--- src/hw/lsuPkg.sv ---
/* Load/store unit shared definitions
   Widths, TileLink-style opcodes and the command, bus and response structs */
package lsuPkg;

        localparam int ADDR_WIDTH = 32;
        localparam int DATA_WIDTH = 32;

        typedef logic [ADDR_WIDTH-1:0]   addr_t;
        typedef logic [DATA_WIDTH-1:0]   data_t;
        typedef logic [DATA_WIDTH/8-1:0] mask_t;
        // log2 of the access size in bytes
        typedef logic [1:0]              lgSize_t;

        typedef enum logic [1:0] {
                MEM_BYTE = 2'd0,
                MEM_HALF = 2'd1,
                MEM_WORD = 2'd2
        } memWidth_e;

        // A channel opcodes in TileLink encoding
        typedef enum logic [2:0] {
                TL_PUT_FULL    = 3'd0,
                TL_PUT_PARTIAL = 3'd1,
                TL_GET         = 3'd4
        } tlAOp_e;

        typedef enum logic [2:0] {
                TL_ACCESS_ACK      = 3'd0,
                TL_ACCESS_ACK_DATA = 3'd1
        } tlDOp_e;

        // Echoed through the slave so the load can be aligned on return
        typedef struct packed {
                logic [1:0] offset;
                memWidth_e  width;
                logic       isSigned;
        } loadTag_t;

        typedef struct packed {
                logic      isStore;
                memWidth_e width;
                logic      isSigned;
                addr_t     addr;
                data_t     data;
        } memCmd_t;

        typedef struct packed {
                tlAOp_e   opcode;
                lgSize_t  size;
                mask_t    mask;
                addr_t    address;
                data_t    data;
                loadTag_t source;
        } tlA_t;

        typedef struct packed {
                tlDOp_e   opcode;
                logic     denied;
                data_t    data;
                loadTag_t source;
        } tlD_t;

        typedef struct packed {
                logic  error;
                data_t data;
        } memRsp_t;

endpackage

--- src/hw/loadResponse.sv ---
/* Load response stage
   Registers D beats, extracts and sign-extends load data for the core */
`timescale 1ns/10ps

module loadResponse import lsuPkg::*; (
        input  logic    i_clk,
        input  logic    i_reset,
        // D channel in
        input  logic    i_dValid,
        output logic    o_dReady,
        input  tlD_t    i_d,
        // Core response
        output logic    o_rspValid,
        input  logic    i_rspReady,
        output memRsp_t o_rsp
);

        data_t   shifted;
        memRsp_t nextRsp;

        assign o_dReady = !o_rspValid || i_rspReady;

        // Bring the addressed lane down to bit 0
        assign shifted = i_d.data >> {i_d.source.offset, 3'b000};

        always_comb begin
                nextRsp.error = i_d.denied;
                nextRsp.data  = '0;
                if (!i_d.denied && i_d.opcode == TL_ACCESS_ACK_DATA) begin
                        case (i_d.source.width)
                                MEM_BYTE: nextRsp.data = i_d.source.isSigned
                                        ? {{(DATA_WIDTH-8){shifted[7]}}, shifted[7:0]}
                                        : {{(DATA_WIDTH-8){1'b0}}, shifted[7:0]};
                                MEM_HALF: nextRsp.data = i_d.source.isSigned
                                        ? {{(DATA_WIDTH-16){shifted[15]}}, shifted[15:0]}
                                        : {{(DATA_WIDTH-16){1'b0}}, shifted[15:0]};
                                default:  nextRsp.data = i_d.data;
                        endcase
                end
        end

        always_ff @(posedge i_clk) begin
                if (i_reset) begin
                        o_rspValid <= 1'b0;
                end else if (o_dReady) begin
                        o_rspValid <= i_dValid;
                end
        end

        always_ff @(posedge i_clk) begin
                if (i_dValid && o_dReady) begin
                        o_rsp <= nextRsp;
                end
        end

endmodule

--- config.mk ---
export PLATFORM = sky130hd
export DESIGN_NAME = loadResponse
export DESIGN_NICKNAME = d
export VERILOG_FILES = /design/src/hw/lsuPkg.sv /design/src/hw/loadResponse.sv
export SDC_FILE = /design/constraint.sdc
export NUM_CORES = 1
export LEC_CHECK = 0
export BUFFER_PORTS_ARGS = -buffer_cell sky130_fd_sc_hd__clkbuf_2
export CORE_MARGIN = 5
export CORE_UTILIZATION = 41
export CTS_CLUSTER_DIAMETER = 150
export CTS_CLUSTER_SIZE = 14
export DETAILED_ROUTE_END_ITERATION = 10
export GPL_TIMING_DRIVEN = 0
export PLACE_DENSITY = 0.78
export SLEW_MARGIN = 25
export SYNTH_ARGS = -nofsm -noshare
export SYNTH_HDL_FRONTEND = slang
export SYNTH_SLANG_ARGS = --single-unit
--- constraint.sdc ---
create_clock -name i_clk -period 2.7 [get_ports i_clk]
set_input_delay 0.405 -clock i_clk [delete_from_list [all_inputs] [get_ports i_clk]]
set_output_delay 0.405 -clock i_clk [all_outputs]
set_load 0.05 [all_outputs]
Yosys cells after proc, flatten, opt, wreduce, memory -nomap -nowiden
Index checks and enable logic that the tools add are counted.

operators by class
  multiplexer cells = 3
  shift operators = 1
  equal/unequal tests = 2
  reductions and logical operators = 6

operators with widths
  kind                                                 number
  two-way mux 32 bit                                   2
  one-hot mux 32 bit (2 select lines)                  1
  right shift 32 x 5 -> 16 bit                         1
  equality test 3 x 1 -> 1 bit, second input constant  1
  equality test 2 x 1 -> 1 bit, second input constant  1
  logical AND 1 bit                                    2
  zero test 1 bit                                      2
  zero test 2 bit                                      1
  logical OR 1 bit                                     1

storage, ports and cells
  input port bits = 45
  output and inout bits = 35
  flip-flop bits (word level) = 34
  logic and storage cells = 15

Longest topological paths before layout
  depth after elaboration = 3
  gate-level depth with buffers = 6
  mapped depth without buffers = 4

Least setup slack after synthesis
Ideal clock, no wire load.

  path kind = register to register
  start = register o_rspValid
  end = register o_rsp[0] (netlist bit) (enable)
  period minus slack after synthesis = 2,260 ps
  buffers on the path = 0
  library setup time = 393 ps
  cell stages (with the launch flop) = 3
  arrival time = 1,867 ps
  required time = 2,307 ps
  path slack = 440 ps
  cell sequence = dfxtp_1 > nand2b_1 > and2_1

between the ends
  word-level cells in the longest chain between the ends = 3

RTL lines
  what                    RTL line            source
  start, declared         loadResponse.sv:13  output logic o_rspValid,
  start signal, assigned  loadResponse.sv:46  o_rspValid <= i_dValid;
  zero test 1 bit         loadResponse.sv:21  assign o_dReady = !o_rspValid || i_rspReady;
  logical OR 1 bit        loadResponse.sv:21
  via o_dReady            loadResponse.sv:10  output logic o_dReady,
  logical AND 1 bit       loadResponse.sv:51  if (i_dValid && o_dReady) begin
  end signal, assigned    loadResponse.sv:52  o_rsp <= nextRsp;
  end, declared           loadResponse.sv:15  output memRsp_t o_rsp

The timed path passes the listed nets, and every way through them passes these cells.
A chain may end at the register's enable or synchronous reset.

Worst setup path after layout
  start = input port i_d[3] (netlist bit)
  end = register o_rsp[28] (netlist bit), data pin

between the ends
  word-level cells in the longest chain between the ends = 3
  elaborated cells between the ends (all ways) = 4
  classes of those cells = 1 x shift; 3 x mux

RTL lines
  what                                     RTL line                                source
  start, declared                          loadResponse.sv:11                      input tlD_t i_d,
  right shift 32 x 5 -> 16 bit (*)         loadResponse.sv:24                      assign shifted = i_d.data >> {i_d.source.offset, 3'b000};
  two-way mux 32 bit (on tied branches)    loadResponse.sv:35, loadResponse.sv:32
  one-hot mux 32 bit (2 select lines) (*)  loadResponse.sv:30                      case (i_d.source.width)

Mark *: on every way between the ends. The rest lies on a longest branch, timed or not.

==> out/qor.csv <==
stage;metric;value;unit
sta;slew_viol_final;0;
yosys;synth_edf_count;33;
route;wl_per_cell;16.7;µm
sta;hold_viol;0;
pwr;ir_drop;0.000261;V
yosys;synth_area;1790;µm²
sta;fin_setup_tns;0;ps
cts;cts_resized;0;
cts;root_buffer;clkbuf_8;
critical_path;required;2840;ps
yosys;synth_cells;154;
yosys;yosysUniqueCellTypes;25;
worst_hold_path;hold_class;input port to register;
route;wl;4.88;mm
layout;seq_area;1010;µm²
layout;mostFrequentLayoutCell;clkbuf_2;
yosys;syn_avg_cell_area;11.6;µm²
die;design.core.area;4290;µm²
cts;clk_pin_slew;70;ps
yosys;ys.flop_type;edfxtp_1;
sta;setup_ws;795;ps
yosys;synth_compound_area_share;24.3;%
critical_path;critPathLaunchType;input port;
die;rows;24;
die;fp.dieH;76.1;µm
yosys;synth_fa_ha_area_share;0;%
outcome;outcome;completed;
sta;slew_headroom;47.9;%
sta;grt_setup_unrepaired;no;
cts;htree_num_levels;2;
place;dp.final_hpwl;3.70;mm
yosys;synth_seq_area_share;56.4;%
yosys;synthXorXnorAreaFrac;0;%
sta;setup_viol;0;
yosys;post-synth-top-area-fraction;55.3;%
yosys;yosys.area.top_type;edfxtp_1;
route;avgViaCountPerCell;5.40;
layout;syn2layout_area_growth;31.1;%
critical_path;crit_fanout;10;
sta;fin_crit_sh;70.6;%
sta;max_freq;525;MHz
yosys;yosys.area_share.simple;9.63;%
sta;finClkSkew;2.74;ps
yosys;ys_top_cells_by_area;edfxtp_1 (55%), a21oi_1 (6.7%), mux2i_1 (5.0%), a21oi_2 (4.4%), o221a_2 (4.4%);
layout;multi_input_area;717;µm²
layout;diodes;0;
route;route.detailed.drc;0;
route;drtPass1Iterations;4;
critical_path;crit_arrival;2050;ps
yosys;async_flop_share;0;%
cts;cts_made_buffers;5;
critical_path;worstSetupEndpointType;register;
route;detail-route-antenna-nets;0;
sta;fin_crit;1910;ps
global_route;grt_max_degree;34;
global_route;antenna_found_initial;0;
global_route;gr-total-overflow;0;
cts;hold_buffers;0;
yosys;yosys_register_bits;34;
pwr;powerDensity;554;nW/µm²
cts;tritoncts;done;
route;vias;1578;
die;die_area;5800;µm²
layout;fin_nets;284;
global_route;grt_first_pass_wirelength;8.02;mm
place;pre_cts_ws;519;ps
die;io-pin-count;80;
place;gp_congestion;0.904;
cts;clk_latency;290;ps
die;die_x;76.1;µm
global_route;grt_pass1_vias;1616;
yosys;yosysWarningCount;0;
job;maxCapViolCount;0;
global_route;grtUsageTotal;17.0;%
die;start_util;41.8;%
sta;hold_ws;268;ps
cts;cts.sinks;34;
layout;layout_common_cells;clkbuf_2 (78), edfxtp_1 (33), a21oi_1 (24), nand2_1 (17);
sta;tightest_slew;781;ps
route;drtIter0Drc;120;
yosys;synthMuxAreaShare;5.65;%
critical_path;worst-setup-path-type;input port to register;
pwr;p_leak;0.984;nW
layout;final_area;2350;µm²
cts;post_cts_buffers;0;
place;postPlaceCellArea;2250;µm²
place;io_buffers;78;
yosys;synth_fp_nets;199;
yosys;synth_top_family_by_area;compound AO/OA/AOI/OAI gates;
cts;cts_max_path_buffers;2;
layout;fillers;392;
layout;layout-drive-gt1-share;47.1;%
[stage by stage]
stage,power (mW),util [%],instances
after floorplan,0.826,-,154
after global placement,0.913,52.4,284
after detailed placement,0.917,52.4,284
after CTS,1.31,54.6,292
after global routing,1.36,54.7,292
final,1.30,54.7,292
[cell usage after synthesis, types with 2 or more instances]
cell type	instances
inv_1	2
mux2i_1	9
a21oi_1	24
or2_2	2
clkbuf_1	10
nand2_1	17
o2bb2ai_1	8
buf_6	2
a21oi_2	9
edfxtp_1	33
a22oi_1	8
nor2_1	10
nand2b_1	2
o221a_2	7
[path summary, 6_finish.rpt]
| path | start | endpoint | slack, ps | cells after the start |
|---|---|---|---|---|
| worst max-delay path | i_d[3] | o_rsp[28] | 790 | 6 |
| worst min-delay path | i_reset | o_rspValid | 270 | 2 |
| worst max register to register | o_rspValid | o_rsp[6] | 1240 | 2 |
| worst min register to register | o_rspValid | o_rspValid | 520 | 2 |
[area by class of cell]
class	instances	area share, %
flip-flops and latches	34	43.0
inverters	2	0.319
repair buffers	78	16.6
plain buffers	13	2.77
clock buffers	6	3.51
multi-input cells	105	30.5
well taps	52	2.77
clock inverters	2	0.532
[where the power goes]
group,switching (mW),internal (mW)
sequential,0.00808,0.609
combinational,0.209,0.0803
clock,0.191,0.205
[registers in the layout (all words and copies together), names as in the netlist]
| register | flops |
|---|---|
| o_rsp | 33 |
| o_rspValid | 1 |
[per-layer routing]
layer	share of wire, %	global-route usage, %	vias up
li1	-	-	764
met1	43	21.8	738
met2	47	27.2	65
met3	7.6	5.32	11
met4	2.0	5.94	0
met5	0	0	-
[critical path: stages]
cell,delay [ps]
clkbuf_2,90
clkbuf_1,350
mux2_2,400
a221o_2,470
buf_6,190
a21oi_2,140
[kinds of logic (layout without fill, tap and decap cells)]
logic type	count (synthesis)	in the layout
AOI/OAI and AO/OA	58	58
buffers and inverters	15	101
DFF	34	34
muxes	10	10
and+or+nand+nor	37	37
No activity file was read; power rests on OpenSTA's default activity.
