`config.mk`:
```
export PLATFORM = sky130hd
export DESIGN_NAME = reqQueue
export DESIGN_NICKNAME = d
export VERILOG_FILES = /design/src/hw/lsuPkg.sv /design/src/hw/reqQueue.sv
export SDC_FILE = /design/constraint.sdc
export NUM_CORES = 1
export LEC_CHECK = 0
export BUFFER_PORTS_ARGS = -buffer_cell sky130_fd_sc_hd__buf_2
export CAP_MARGIN = 10
export CORE_AREA = 2 2 220 222
export DETAILED_ROUTE_END_ITERATION = 10
export DIE_AREA = 0 0 222 224
export SLEW_MARGIN = 20
export SYNTH_ARGS = -nofsm -noshare
export SYNTH_HDL_FRONTEND = slang
export SYNTH_SLANG_ARGS = --single-unit
```
`constraint.sdc`:
```
create_clock -name i_clk -period 6.89 [get_ports i_clk]
set_input_delay 0.689 -clock i_clk [delete_from_list [all_inputs] [get_ports i_clk]]
set_output_delay 0.689 -clock i_clk [all_outputs]
set_load 0.02 [all_outputs]
```
`src/hw/lsuPkg.sv`:
```
/* Load/store unit shared definitions
   Widths, TileLink-style opcodes and the command, bus and response structs */
package lsuPkg;

        localparam int ADDR_WIDTH = 32;
        localparam int DATA_WIDTH = 32;

        typedef logic [ADDR_WIDTH-1:0]   addr_t;
        typedef logic [DATA_WIDTH-1:0]   data_t;
        typedef logic [DATA_WIDTH/8-1:0] mask_t;
        // log2 of the access size in bytes
        typedef logic [1:0]              lgSize_t;

        typedef enum logic [1:0] {
                MEM_BYTE = 2'd0,
                MEM_HALF = 2'd1,
                MEM_WORD = 2'd2
        } memWidth_e;

        // A channel opcodes in TileLink encoding
        typedef enum logic [2:0] {
                TL_PUT_FULL    = 3'd0,
                TL_PUT_PARTIAL = 3'd1,
                TL_GET         = 3'd4
        } tlAOp_e;

        typedef enum logic [2:0] {
                TL_ACCESS_ACK      = 3'd0,
                TL_ACCESS_ACK_DATA = 3'd1
        } tlDOp_e;

        // Echoed through the slave so the load can be aligned on return
        typedef struct packed {
                logic [1:0] offset;
                memWidth_e  width;
                logic       isSigned;
        } loadTag_t;

        typedef struct packed {
                logic      isStore;
                memWidth_e width;
                logic      isSigned;
                addr_t     addr;
                data_t     data;
        } memCmd_t;

        typedef struct packed {
                tlAOp_e   opcode;
                lgSize_t  size;
                mask_t    mask;
                addr_t    address;
                data_t    data;
                loadTag_t source;
        } tlA_t;

        typedef struct packed {
                tlDOp_e   opcode;
                logic     denied;
                data_t    data;
                loadTag_t source;
        } tlD_t;

        typedef struct packed {
                logic  error;
                data_t data;
        } memRsp_t;

endpackage

```
`src/hw/reqQueue.sv`:
```
/* Request queue
   Circular FIFO holding A-channel beats between former and slave */
`timescale 1ns/10ps

module reqQueue import lsuPkg::*; #(
        parameter int QUEUE_DEPTH = 4
) (
        input  logic i_clk,
        input  logic i_reset,
        // Write side
        input  logic i_inValid,
        output logic o_inReady,
        input  tlA_t i_in,
        // Read side
        output logic o_outValid,
        input  logic i_outReady,
        output tlA_t o_out
);

        localparam int PTR_W = $clog2(QUEUE_DEPTH);
        localparam logic [PTR_W:0] FULL_COUNT = QUEUE_DEPTH[PTR_W:0];

        tlA_t             entries [QUEUE_DEPTH];
        logic [PTR_W-1:0] wrPtr;
        logic [PTR_W-1:0] rdPtr;
        logic [PTR_W:0]   count;
        logic             doWrite;
        logic             doRead;

        assign o_outValid = (count != '0);
        // When full a write is still taken if the head leaves this cycle
        assign o_inReady  = (count != FULL_COUNT) || i_outReady;
        assign o_out      = entries[rdPtr];

        assign doWrite = i_inValid && o_inReady;
        assign doRead  = o_outValid && i_outReady;

        always_ff @(posedge i_clk) begin
                if (i_reset) begin
                        wrPtr <= '0;
                        rdPtr <= '0;
                        count <= '0;
                end else begin
                        if (doWrite) begin
                                wrPtr <= wrPtr + 1'b1;
                        end
                        if (doRead) begin
                                rdPtr <= rdPtr + 1'b1;
                        end
                        // Pointers wrap by themselves since depth is a power of two
                        case ({doWrite, doRead})
                                2'b10:   count <= count + 1'b1;
                                2'b01:   count <= count - 1'b1;
                                default: count <= count;
                        endcase
                end
        end

        always_ff @(posedge i_clk) begin
                if (doWrite) begin
                        entries[wrPtr] <= i_in;
                end
        end

endmodule

```
# Word level (Yosys, flattened, before mapping)

Memory sizes are Yosys's and may differ from the RTL's. A register that Yosys moved wholly into a read port is not among the register bits.
Index checks and enable logic that the tools add are counted.

Input port bits: 82
Register bits after elaboration: 7
Memories kept: 1
Logic and storage cells: 21
Output and inout bits: 80
Bits in writable memories: 312

Memory list:

| memory  | words | width | rd ports | clocked after Yosys merged registers in | write ports | line           | text |
|---|---|---|---|---|---|---|---|
| entries | 4     | 78    | 1        | 1                                       | 1           | reqQueue.sv:23 | `tlA_t entries [QUEUE_DEPTH];` |

Equal/unequal tests: 3
Mux-type cells: 5
Add/sub/neg operators: 4
Reductions and logical operators: 5

Operators by type and width:

| operator                                                           | number |
|---|---|
| 3-bit case mux with 2 select lines                                 | 1 |
| 2-bit by 1-bit adder with 2-bit output, second input constant      | 2 |
| 2-bit two-way mux                                                  | 2 |
| 3-bit by 1-bit adder with 3-bit output, second input constant      | 1 |
| 3-bit != test, second input constant                               | 1 |
| 3-bit nonzero test                                                 | 1 |
| 3-bit by 1-bit subtractor with 3-bit output, second input constant | 1 |
| 2-bit by 1-bit == test with 1-bit output, second input constant    | 1 |
| 2-bit == test, second input constant                               | 1 |
| 1-bit logical AND                                                  | 2 |
| 1-bit two-way mux                                                  | 2 |
| 2-bit nonzero test                                                 | 1 |
| 1-bit logical OR                                                   | 1 |

# Longest topological paths before layout

Word-level depth: 5
Mapped depth: 10

# Worst setup path after synthesis

Ideal clock, no wire load.

Path kind: input to register
From: input port i_outReady
To: register count[2]
Path slack: 4.128 ns
Required time: 6.819 ns
Stages on the path: 10
Setup time: 0.071 ns
Arrival: 2.692 ns
Cells stage by stage: or4b_1 -> buf_2 -> and2_4 -> inv_1 -> ha_1 -> inv_1 -> fa_1 -> xor2_1 -> or3_1 -> a21oi_1

Word-level cells in the longest chain between the ends: 4

Ends and longest elaborated chain:

| item                                                                      | line           | text |
|---|---|---|
| start: declaration                                                        | reqQueue.sv:16 | `input logic i_outReady,` |
| 1-bit logical OR (*)                                                      | reqQueue.sv:32 | `assign o_inReady = (count != FULL_COUNT) \|\| i_outReady;` |
| named net o_inReady                                                       | reqQueue.sv:12 | `output logic o_inReady,` |
| 1-bit logical AND (*)                                                     | reqQueue.sv:35 | `assign doWrite = i_inValid && o_inReady;` |
| 2-bit by 1-bit == test with 1-bit output or 2-bit == test (tied branches) | reqQueue.sv:51 | `case ({doWrite, doRead})` |
| 3-bit case mux with 2 select lines or 2-bit nonzero test (tied branches)  | -              |  |
| end signal: assignment                                                    | reqQueue.sv:52 | `2'b10: count <= count + 1'b1;` |
| end signal: assignment                                                    | reqQueue.sv:53 | `2'b01: count <= count - 1'b1;` |
| end signal: assignment                                                    | reqQueue.sv:54 | `default: count <= count;` |
| end: declaration                                                          | reqQueue.sv:26 | `logic [PTR_W:0] count;` |

The timed path passes the listed nets; every way through them passes the cells marked *.
A chain may end at the register's enable or synchronous reset.

==> results by group <==
Yosys
  – Xor-xnor portion of the synthesized cell area: less than 1%
  – Post-synthesis sequential area ratio: ~82%
  – Compound-Gate Fraction of Synth Area: less than 1%
  – Largest family of logic cells by synthesized area: multiplexers
  – Simple-Gate Fraction of Synth Area: 0.930%
  – Adder-cell area share of the yosys netlist: 0.706%
  – Syn_nets: around 550
  – Cells after Synth: 460
  – Average size of a mapped cell: roughly 25 sq um
  – Mapped cell area: 0.0117 sq mm
  – Synth unique cells: 26
  – Mux share of post-synthesis cell area: roughly 15%
  – Number of synthesized register bits: 321
  – Yosys Warn Count: 0

Worst setup path
  – CP delay by family, top: buffers and inverters
  – Crit Path Class: flip-flop to primary output
  – Crit Path Max Fanout: 47
  – Critical Path RT: 6.20 ns
  – Slowest library cell on the worst path: buf_4
  – Crit start category: flip-flop
  – CP cell instances: buf_4 > mux4_2 > buf_2
  – CP max stage delay: 0.73 ns
  – Crit path buf inv count: 2
  – Worst setup EP type: primary output
  – Crit path DAT: 2.61 ns

Cells and area
  – Highest-count cells in the layout ignoring fill and taps: edfxtp_1 (312), buf_2 (161), mux4_2 (78)
  – Share of layout cells above drive strength 1: 45.4%
  – Ant diodes: 0
  – Layout fillers: 4594
  – P&R area growth vs syn: 23.0%
  – Final nets: about 730
  – Most common cell after layout, fill and taps aside: edfxtp_1
  – Post-route cell area: 0.0144 sq mm

Routing
  – DRC violations left: 0
  – Vias: 5326
  – DR WL met2: 11200 microns
  – WL met1: about 10000 microns
  – Max Used Layer: met5
  – Post-DRT Antenna Nets: 0
  – Vias/cell: 4.14
  – DR WL met3: 1720 microns
  – DR WL/cell: 18.3 microns
  – Routed WL: 23500 microns
  – DR iter-0 viols: 280
  – DRT Pass-1 Iters: 6

Global route
  – Largest net degree at the start of global routing: 52
  – Initial antenna violation count: 5
  – First-pass GRT wire length: around 35000 microns
  – Total gr overflow: 0
  – Tot GR Track Use: 9.55%
  – Vias in the first global route: approximately 5900

Floorplanning
  – Full die area: 0.0497 sq mm
  – # rows: 80
  – Core area: 0.0473 sq mm
  – Die Height: ~220 microns
  – Starting Density: roughly a quarter
  – Die W: 222 microns
  – I/O pin cnt: 162

Clock tree
  – CTS Sinks: about 320
  – Post-CTS setup buffer count: 0
  – Root Driver: clkbuf_16
  – CTS resizes: 0
  – Clk pin slew, worst setup/hold paths: ~0.06 ns
  – CTS tree: yes
  – H-tree lvl count: 2
  – Clock latency on the worst-skew pair: 0.52 ns
  – Hold Buf Count CTS: 0
  – CTS buffer count: 36
  – Max Root-Sink Buffers: 3

Hold path
  – Hold WC Path Type: input pin to flip-flop

Outcome
  – Status: completed

Timing
  – Crit share post-route: 47.9%
  – RSZ-0062 raised after global routing: no
  – Post-Route Setup TNS: 0 ns
  – Number of hold violations in the final report: 0
  – Slew @ Worst Pin: 0.862 ns
  – Clock Skews: between 0.01 and 0.015 ns
  – Slew Limit Fails: 0
  – Final setup vio count: 0
  – Max-slew headroom: 42.6%
  – Clock period minus worst slack: 3.30 ns
  – Fmax: between 300 and 400 MHz

Power
  – Sequential Power Share: between 40% and 50%
  – Worst VDD drop: ~0.18 mV
  – Switching share of total power: 26.3%
  – Psw: between 1 and 1.5 mW
  – Total power: 5.23 mW
  – Internal: 3.86 mW
  – Logic gate share of total power: 19.6%
  – Power per cell area: 363 mW/mm^2
  – Leak: 4.71 nW
  – Power share of the clock group: 35.4%

Job
  – Max Cap Viol: 0

Place
  – GPL Wtd Cong: approximately 0.68
  – PortBufs: 161
  – Area post-placement: approximately 0.013 sq mm
  – Detail Placement HPWL: about 14000 microns
-- layout make-up --
| class | instances | area [sq um] | share of cell area, % |
|---|---|---|---|
| Sequential cell | 321 | 9560 | 66.4 |
| Clock inverter | 19 | 190 | 1.32 |
| Clock buffer | 45 | 956 | 6.64 |
| Tap cell | 615 | 769 | 5.34 |
| Inverter | 6 | 22.5 | 0.156 |
| Multi-Input combinational cell | 113 | 2050 | 14.2 |
| Timing Repair Buffer | 168 | 858 | 5.96 |
-- cells by family (layout without fill, tap and decap cells) --
group / Yosys count / after routing
flops: 321 / 321
mux: 78 / 78
buf+inv: 26 / 238
simple gates: 18 / 18
compound gates: 7 / 7
fa+ha+maj: 6 / 6
xor+xnor: 4 / 4
-- layer usage --
layer | vias up | GRT usage, %
li1 | 2340 | -
met1 | 2771 | 11.7
met2 | 153 | 15.4
met3 | 52 | 3.78
met4 | 10 | 3.20
met5 | - | 0
-- power groups by stage --
| stage | logic [mW] | registers (mW) | clock network (mW) |
|---|---|---|---|
| after global placement | 1.05 | 2.39 | 0 |
| after detailed placement | 1.05 | 2.40 | 0 |
| after CTS | 1.06 | 2.36 | 1.93 |
| after floorplan | 0.747 | 2.36 | 0 |
| final | 1.02 | 2.35 | 1.85 |
| after global routing | 1.10 | 2.37 | 2.00 |
-- cells in the mapped netlist --
master    count  share of area, %
clkbuf_1      7              0.22
inv_1         6              0.19
ha_1          5              0.53
and2_4        1             0.075
buf_2        10              0.43
o21ai_1       1             0.043
buf_4         3              0.19
fa_1          1              0.17
o31a_2        1             0.086
o31ai_2       1              0.11
nor2_1        7              0.22
nand2b_1      1             0.053
a21oi_1       2             0.086
xor2_1        3              0.22
and3_2        4              0.26
or3_1         1             0.053
edfxtp_1    312                80
mux4_2       78                15
o21ai_0       1             0.043
xnor2_1       1             0.075
o311ai_0      1             0.075
nand3_1       1             0.043
nand4b_1      1             0.075
or3_2         1             0.064
dfxtp_1       9               1.5
or4b_1        1             0.086
-- flip-flops by register name, indices dropped and copies added, names as in the netlist, named ones only --
signal	flops
count	3
entries	312
rdPtr	2
wrPtr	2
-- worst paths after layout --
check        depth (start not counted)  slack [ns]              to       from
min reg2reg                          2        0.52        wrPtr[0]   wrPtr[0]
max reg2reg                          9        4.26        count[2]   count[1]
max                                  3        3.59       o_out[77]  flip-flop
min                                  1        0.38  entries[1][50]   i_in[50]
-- metrics by stage --
step,std cells,utilization [%],worst slack [ns],hold WS (ns)
floorplan,460,-,4.13,0.483
global placement,1223,28.0,3.93,0.508
detailed placement,1223,28.0,3.89,0.520
CTS,1287,30.4,3.43,0.323
global route,1287,30.4,3.34,0.336
finish,1287,30.4,3.59,0.377
-- worst register-to-register path, delay by kind of cell, from the launching register on --
| kind | cells | cell delay (ns) |
|---|---|---|
| xor gates and xnor gates | 1 | 0.16 |
| AOI/OAI and AO/OA | 1 | 0.14 |
| DFF | 1 | 0.35 |
| adders and majority gates | 2 | 0.57 |
| and+or+nand+nor | 3 | 1.23 |
| buffers and inverters | 2 | 0.12 |
(Power assumes the default switching activity.)
