File: config.mk
export PLATFORM = sky130hd
export DESIGN_NAME = lsuRequest
export DESIGN_NICKNAME = d
export VERILOG_FILES = /design/src/hw/lsuPkg.sv /design/src/hw/lsuRequest.sv
export SDC_FILE = /design/constraint.sdc
export NUM_CORES = 1
export LEC_CHECK = 0
export BUFFER_PORTS_ARGS = -buffer_cell sky130_fd_sc_hd__clkbuf_2
export CORE_MARGIN = 2
export CORE_UTILIZATION = 25
export CTS_CLUSTER_SIZE = 25
export DETAILED_ROUTE_END_ITERATION = 16
export SKIP_CTS_REPAIR_TIMING = 1
export SLEW_MARGIN = 20
export SYNTH_ARGS = -nofsm -noshare
export SYNTH_HDL_FRONTEND = slang
export SYNTH_SLANG_ARGS = --single-unit
File: constraint.sdc
create_clock -name i_clk -period 3.3 [get_ports i_clk]
set_clock_uncertainty 0.15 [all_clocks]
set_input_delay 0.33 -clock i_clk [delete_from_list [all_inputs] [get_ports i_clk]]
set_output_delay 0.33 -clock i_clk [all_outputs]
set_load 0.01 [all_outputs]
File: src/hw/lsuPkg.sv
/* Load/store unit shared definitions
   Widths, TileLink-style opcodes and the command, bus and response structs */
package lsuPkg;

        localparam int ADDR_WIDTH = 32;
        localparam int DATA_WIDTH = 32;

        typedef logic [ADDR_WIDTH-1:0]   addr_t;
        typedef logic [DATA_WIDTH-1:0]   data_t;
        typedef logic [DATA_WIDTH/8-1:0] mask_t;
        // log2 of the access size in bytes
        typedef logic [1:0]              lgSize_t;

        typedef enum logic [1:0] {
                MEM_BYTE = 2'd0,
                MEM_HALF = 2'd1,
                MEM_WORD = 2'd2
        } memWidth_e;

        // A channel opcodes in TileLink encoding
        typedef enum logic [2:0] {
                TL_PUT_FULL    = 3'd0,
                TL_PUT_PARTIAL = 3'd1,
                TL_GET         = 3'd4
        } tlAOp_e;

        typedef enum logic [2:0] {
                TL_ACCESS_ACK      = 3'd0,
                TL_ACCESS_ACK_DATA = 3'd1
        } tlDOp_e;

        // Echoed through the slave so the load can be aligned on return
        typedef struct packed {
                logic [1:0] offset;
                memWidth_e  width;
                logic       isSigned;
        } loadTag_t;

        typedef struct packed {
                logic      isStore;
                memWidth_e width;
                logic      isSigned;
                addr_t     addr;
                data_t     data;
        } memCmd_t;

        typedef struct packed {
                tlAOp_e   opcode;
                lgSize_t  size;
                mask_t    mask;
                addr_t    address;
                data_t    data;
                loadTag_t source;
        } tlA_t;

        typedef struct packed {
                tlDOp_e   opcode;
                logic     denied;
                data_t    data;
                loadTag_t source;
        } tlD_t;

        typedef struct packed {
                logic  error;
                data_t data;
        } memRsp_t;

endpackage

File: src/hw/lsuRequest.sv
/* Request former
   Turns core load/store commands into registered A-channel beats */
`timescale 1ns/10ps

module lsuRequest import lsuPkg::*; (
        input  logic    i_clk,
        input  logic    i_reset,
        // Core command
        input  logic    i_cmdValid,
        output logic    o_cmdReady,
        input  memCmd_t i_cmd,
        // A channel out
        output logic    o_aValid,
        input  logic    i_aReady,
        output tlA_t    o_a
);

        tlA_t nextBeat;

        // Stage can take a command when empty or when its beat leaves now
        assign o_cmdReady = !o_aValid || i_aReady;

        //========================================
        // Beat formation
        //========================================
        always_comb begin
                nextBeat.size           = lgSize_t'(i_cmd.width);
                nextBeat.address        = i_cmd.addr;
                nextBeat.source.offset  = i_cmd.addr[1:0];
                nextBeat.source.width   = i_cmd.width;
                nextBeat.source.isSigned = i_cmd.isSigned;

                // Lane mask and store data replicated over all lanes
                case (i_cmd.width)
                        MEM_BYTE: begin
                                nextBeat.mask = mask_t'(4'b0001) << i_cmd.addr[1:0];
                                nextBeat.data = {4{i_cmd.data[7:0]}};
                        end
                        MEM_HALF: begin
                                nextBeat.mask = mask_t'(4'b0011) << i_cmd.addr[1:0];
                                nextBeat.data = {2{i_cmd.data[15:0]}};
                        end
                        default: begin
                                nextBeat.mask = '1;
                                nextBeat.data = i_cmd.data;
                        end
                endcase

                if (!i_cmd.isStore) begin
                        nextBeat.opcode = TL_GET;
                        nextBeat.mask   = '1;
                end else if (i_cmd.width == MEM_WORD) begin
                        nextBeat.opcode = TL_PUT_FULL;
                end else begin
                        nextBeat.opcode = TL_PUT_PARTIAL;
                end
        end

        //========================================
        // Output register
        //========================================
        always_ff @(posedge i_clk) begin
                if (i_reset) begin
                        o_aValid <= 1'b0;
                end else if (o_cmdReady) begin
                        o_aValid <= i_cmdValid;
                end
        end

        // Payload only loads on an accepted command
        always_ff @(posedge i_clk) begin
                if (i_cmdValid && o_cmdReady) begin
                        o_a <= nextBeat;
                end
        end

endmodule

Yosys cells after proc, flatten, opt, wreduce, memory -nomap -nowiden:

Index checks and enable logic that the tools add are counted.

* input bits: 72
* output and inout port bits: 80
* bits in registers: 77

* reductions and logical operators: 4
* multiplexer cells: 3
* equal/unequal tests: 2
* shift operators: 2

Operators by type and width (number)
* $pmux W32 S2: 1
* $pmux W4 S2: 1
* $shl A1 B2 Y4 const A: 1
* $shl A2 B2 Y4 const A: 1
* $eq A2 B1 Y1 const B: 1
* $eq A2 B2 Y1 const B: 1
* $logic_not A2 Y1: 1
* $logic_and A1 B1 Y1: 1
* $logic_not A1 Y1: 1
* $logic_or A1 B1 Y1: 1
* $mux W1: 1

Depth between registers and ports, before layout:

* depth in word-level cells: 3
* gate-level depth with buffers: 4
* depth with buffers taken out: 2

Worst setup path after synthesis:

No wires, ideal clock.

* kind: in2reg
* from: input port i_aReady
* to: register o_a[0] (netlist name), enable pin
* library setup time: 439 ps
* setup slack: 459 ps
* data required time: 2711 ps
* cell stages on the path: 2
* arrival: 2252 ps
* path through: nand2b_1 -> and2_1

* longest elaborated chain between the ends: 2

Ends and longest elaborated chain
* from (decl): RTL line lsuRequest.sv:14 `input logic i_aReady,`
* $logic_or A1 B1 Y1: RTL line lsuRequest.sv:21 `assign o_cmdReady = !o_aValid || i_aReady;`
* $logic_and A1 B1 Y1: RTL line lsuRequest.sv:72 `if (i_cmdValid && o_cmdReady) begin`
* to (signal assigned): RTL line lsuRequest.sv:73 `o_a <= nextBeat;`
* to (decl): RTL line lsuRequest.sv:15 `output tlA_t o_a`

No other way between the ends.
A chain may end at the register's enable or synchronous reset.

Worst setup path in the final report:

* from: register o_aValid
* to: register o_a[22] (netlist name), enable pin

* longest elaborated chain between the ends: 3

Ends and longest elaborated chain
* from (decl): RTL line lsuRequest.sv:13 `output logic o_aValid,`
* from (signal assigned): RTL line lsuRequest.sv:66 `o_aValid <= i_cmdValid;`
* $logic_not A1 Y1: RTL line lsuRequest.sv:21
* $logic_or A1 B1 Y1: RTL line lsuRequest.sv:21
* $logic_and A1 B1 Y1: RTL line lsuRequest.sv:72

No other way between the ends.

==> metrics.txt <==
# TYPE chip_impl_metric gauge
chip_impl_metric{name="layout.core_utilization",unit="%"} 37.0
chip_impl_metric{name="max_cap_viols",unit=""} 0
chip_impl_info{name="crit_chain",value="nand2b_1, and2_4"} 1
chip_impl_metric{name="synth_nets",unit=""} 214
chip_impl_metric{name="grt_antenna_before_repair",unit=""} 0
chip_impl_metric{name="place.detailed.hpwl",unit="µm"} 4620
chip_impl_metric{name="power.static_leakage",unit="nW"} 1.73
chip_impl_info{name="critical-path-slowest-cell",value="and2_4"} 1
chip_impl_info{name="cts-root-buf",value="clkbuf_8"} 1
chip_impl_info{name="yosys.cell_count.top_type",value="edfxtp_1"} 1
chip_impl_metric{name="cp_slowest_stage_delay",unit="ps"} 790
chip_impl_metric{name="vdd.ir_drop.worst",unit="mV"} 0.174
chip_impl_metric{name="core-area",unit="µm²"} 10800
chip_impl_metric{name="pwr_density_cell",unit="nW/µm²"} 519
chip_impl_info{name="post_synth_main_area_contributors",value="edfxtp_1, mux2_2, mux2i_1, buf_6, mux2_4"} 1
chip_impl_metric{name="htreeDepth",unit=""} 3
chip_impl_metric{name="tightest_slew",unit="ps"} 935
chip_impl_metric{name="placement.io_buffers",unit=""} 150
chip_impl_metric{name="numCtsBuffers",unit=""} 9
chip_impl_metric{name="fin_total_pwr",unit="mW"} 2.07
chip_impl_metric{name="synth-edff-count",unit=""} 73
chip_impl_metric{name="dr_total_vias",unit=""} 1843
chip_impl_info{name="status",value="finished clean"} 1
chip_impl_info{name="synth_top_area_cell",value="edfxtp_1"} 1
chip_impl_metric{name="drive_above_1_share",unit="%"} 57.2
chip_impl_metric{name="path_max_fanout",unit=""} 73
chip_impl_metric{name="fmaxAchievable",unit="MHz"} 566
chip_impl_metric{name="worst_ep_arrival_time",unit="ps"} 1580
chip_impl_metric{name="synth_cells",unit=""} 142
chip_impl_info{name="grt_setup_unrepaired",value="false"} 1
chip_impl_metric{name="netlist.area_leader.share",unit="%"} 79.8
chip_impl_metric{name="flow.area_growth_from_synthesis",unit="%"} 45.5
chip_impl_metric{name="antenna_violating_nets_post_route",unit=""} 0
chip_impl_info{name="cts_tree",value="yes"} 1
chip_impl_metric{name="synth_async_sr_flop_share",unit="%"} 0
chip_impl_metric{name="grt_start_max_net_pins",unit=""} 74
chip_impl_metric{name="antenna-diode-count",unit=""} 0
chip_impl_metric{name="die_w",unit="µm"} 109
chip_impl_metric{name="final.period_utilization",unit="%"} 53.6
chip_impl_metric{name="overflow",unit=""} 0
chip_impl_info{name="holdCritPathClass",value="in2reg"} 1
chip_impl_metric{name="path_buf_inv",unit=""} 0
chip_impl_metric{name="boundaryPins",unit=""} 152
chip_impl_info{name="synth-main-ff-cell",value="edfxtp_1"} 1
chip_impl_metric{name="grt_pass1_vias",unit=""} 1815
chip_impl_metric{name="ys_seq_elements",unit=""} 74
chip_impl_metric{name="floorplan.die.height",unit="µm"} 109
chip_impl_metric{name="hold_violations",unit=""} 0
chip_impl_metric{name="detail_route.first_pass.iterations",unit=""} 4
chip_impl_info{name="worstSetupStartpointType",value="register"} 1
chip_impl_metric{name="insertion_delay",unit="ps"} 340
chip_impl_info{name="worst_path_dominant_cell_family",value="simple AND/OR/NAND/NOR gates"} 1
chip_impl_metric{name="drt_drc_violations_left",unit=""} 0
chip_impl_metric{name="rows",unit=""} 38
chip_impl_metric{name="wire_per_inst",unit="µm"} 14.0
chip_impl_metric{name="clk_transition_reported_paths",unit="ps"} 70
chip_impl_metric{name="ys_warn_count",unit=""} 0
chip_impl_metric{name="cts.sinks",unit=""} 74
chip_impl_metric{name="seq_area_frac_synth",unit="%"} 80.5
chip_impl_metric{name="finish.net_count",unit=""} 385
chip_impl_info{name="criticalPathCategory",value="reg2reg"} 1
chip_impl_metric{name="dieArea",unit="µm²"} 11800
chip_impl_metric{name="netlist_area",unit="µm²"} 2750
chip_impl_metric{name="detail_route.vias_per_cell",unit=""} 4.02
chip_impl_metric{name="min_period",unit="ps"} 1770
chip_impl_metric{name="ys_types",unit=""} 21
chip_impl_metric{name="rrSetupSlack",unit="ps"} 1530
chip_impl_metric{name="timing.max_slew.rel_slack",unit="%"} 37.7
chip_impl_metric{name="worstPathRequired",unit="ps"} 3110
chip_impl_metric{name="routed_wl",unit="µm"} 6400
chip_impl_metric{name="setup_slack",unit="ps"} 1530
chip_impl_metric{name="place.gp.congestion",unit=""} 0.646
chip_impl_metric{name="initial_utilization",unit="%"} 25.4
chip_impl_metric{name="finalMaxSlewViolations",unit=""} 0
chip_impl_metric{name="grt_util_all_layers",unit="%"} 10.7
chip_impl_metric{name="setup_tns_final",unit="ps"} 0
chip_impl_metric{name="clockBufferDepth",unit=""} 2
chip_impl_metric{name="drt-initial-drc-count",unit=""} 61
chip_impl_info{name="netlist_top_cells_count",value="edfxtp_1, mux2_2, nand2_1"} 1
chip_impl_metric{name="global_route_wire_length_before_repair",unit="µm"} 9170
chip_impl_metric{name="setup_viol",unit=""} 0
chip_impl_info{name="crit_path_end_kind",value="register"} 1
chip_impl_metric{name="pre_cts_ws",unit="ps"} 1370
chip_impl_metric{name="syn_avg_cell_area",unit="µm²"} 19.3
==> flip-flops by register name, indices dropped and copies added (netlist names) <==
register / flops
o_aValid: 1
o_a: 73
==> stage by stage <==
stage,hold slack [ps],instance area (µm²),std cells
6_report,18.2,4000,458
5_1_grt,0.693,4000,458
4_1_cts,-37.5,3790,438
3_5_place_dp,343,3590,422
3_3_place_gp,335,3590,422
2_1_floorplan,249,2750,142
==> per-layer routing <==
layer / vias up / global-route usage (%) / part of all wire (%)
met5: - / 0 / 0
li1: 875 / - / -
met1: 847 / 11.8 / 39
met3: 12 / 5.08 / 11
met4: 0 / 6.04 / 2.2
met2: 109 / 16.9 / 47
==> final cells by class <==
class	count	area [µm²]
clock buffers	14	173
repair buffers	170	951
multi-input cells	55	438
flip-flops and latches	74	2210
fillers	1058	6800
clock inverters	2	35.0
well taps	140	175
inverters	3	11.3
==> worst paths after layout <==
path | from | endpoint | cells past startpoint
setup / recovery | o_aValid | o_a[22] | 2
hold / removal | i_cmd[35] | o_a[40] | 1
setup reg to reg | o_aValid | o_a[22] | 2
hold reg to reg | o_aValid | o_aValid | 2
==> cell families (layout without fill, tap and decap cells) <==
group	count (synthesis)	count (layout)	share of synthesized area, %
AOI/OAI and AO/OA	13	13	2.37
buffers and inverters	13	189	3.60
DFF	74	74	80.5
muxes	24	24	9.89
other	1	1	0.137
and+or+nand+nor	17	17	3.46
==> report_power, final <==
| part | switching (mW) | internal (mW) |
|---|---|---|
| logic | 0.123 | 0.109 |
| clock network | 0.309 | 0.411 |
| registers | 0.0161 | 1.11 |
| total | 0.449 | 1.63 |
==> layout by cell type (no fill, tap or decap), drive strengths merged, types with 2 or more instances in the layout <==
cell type and count:
nand2b 2, clkbuf 164, nand2 9, nor2 2, a21oi 2, mux2i 8
mux2 16, o21ai 11, inv 3, edfxtp 73, dlygate4sd3 20
No activity file was read; power rests on OpenSTA's default activity.
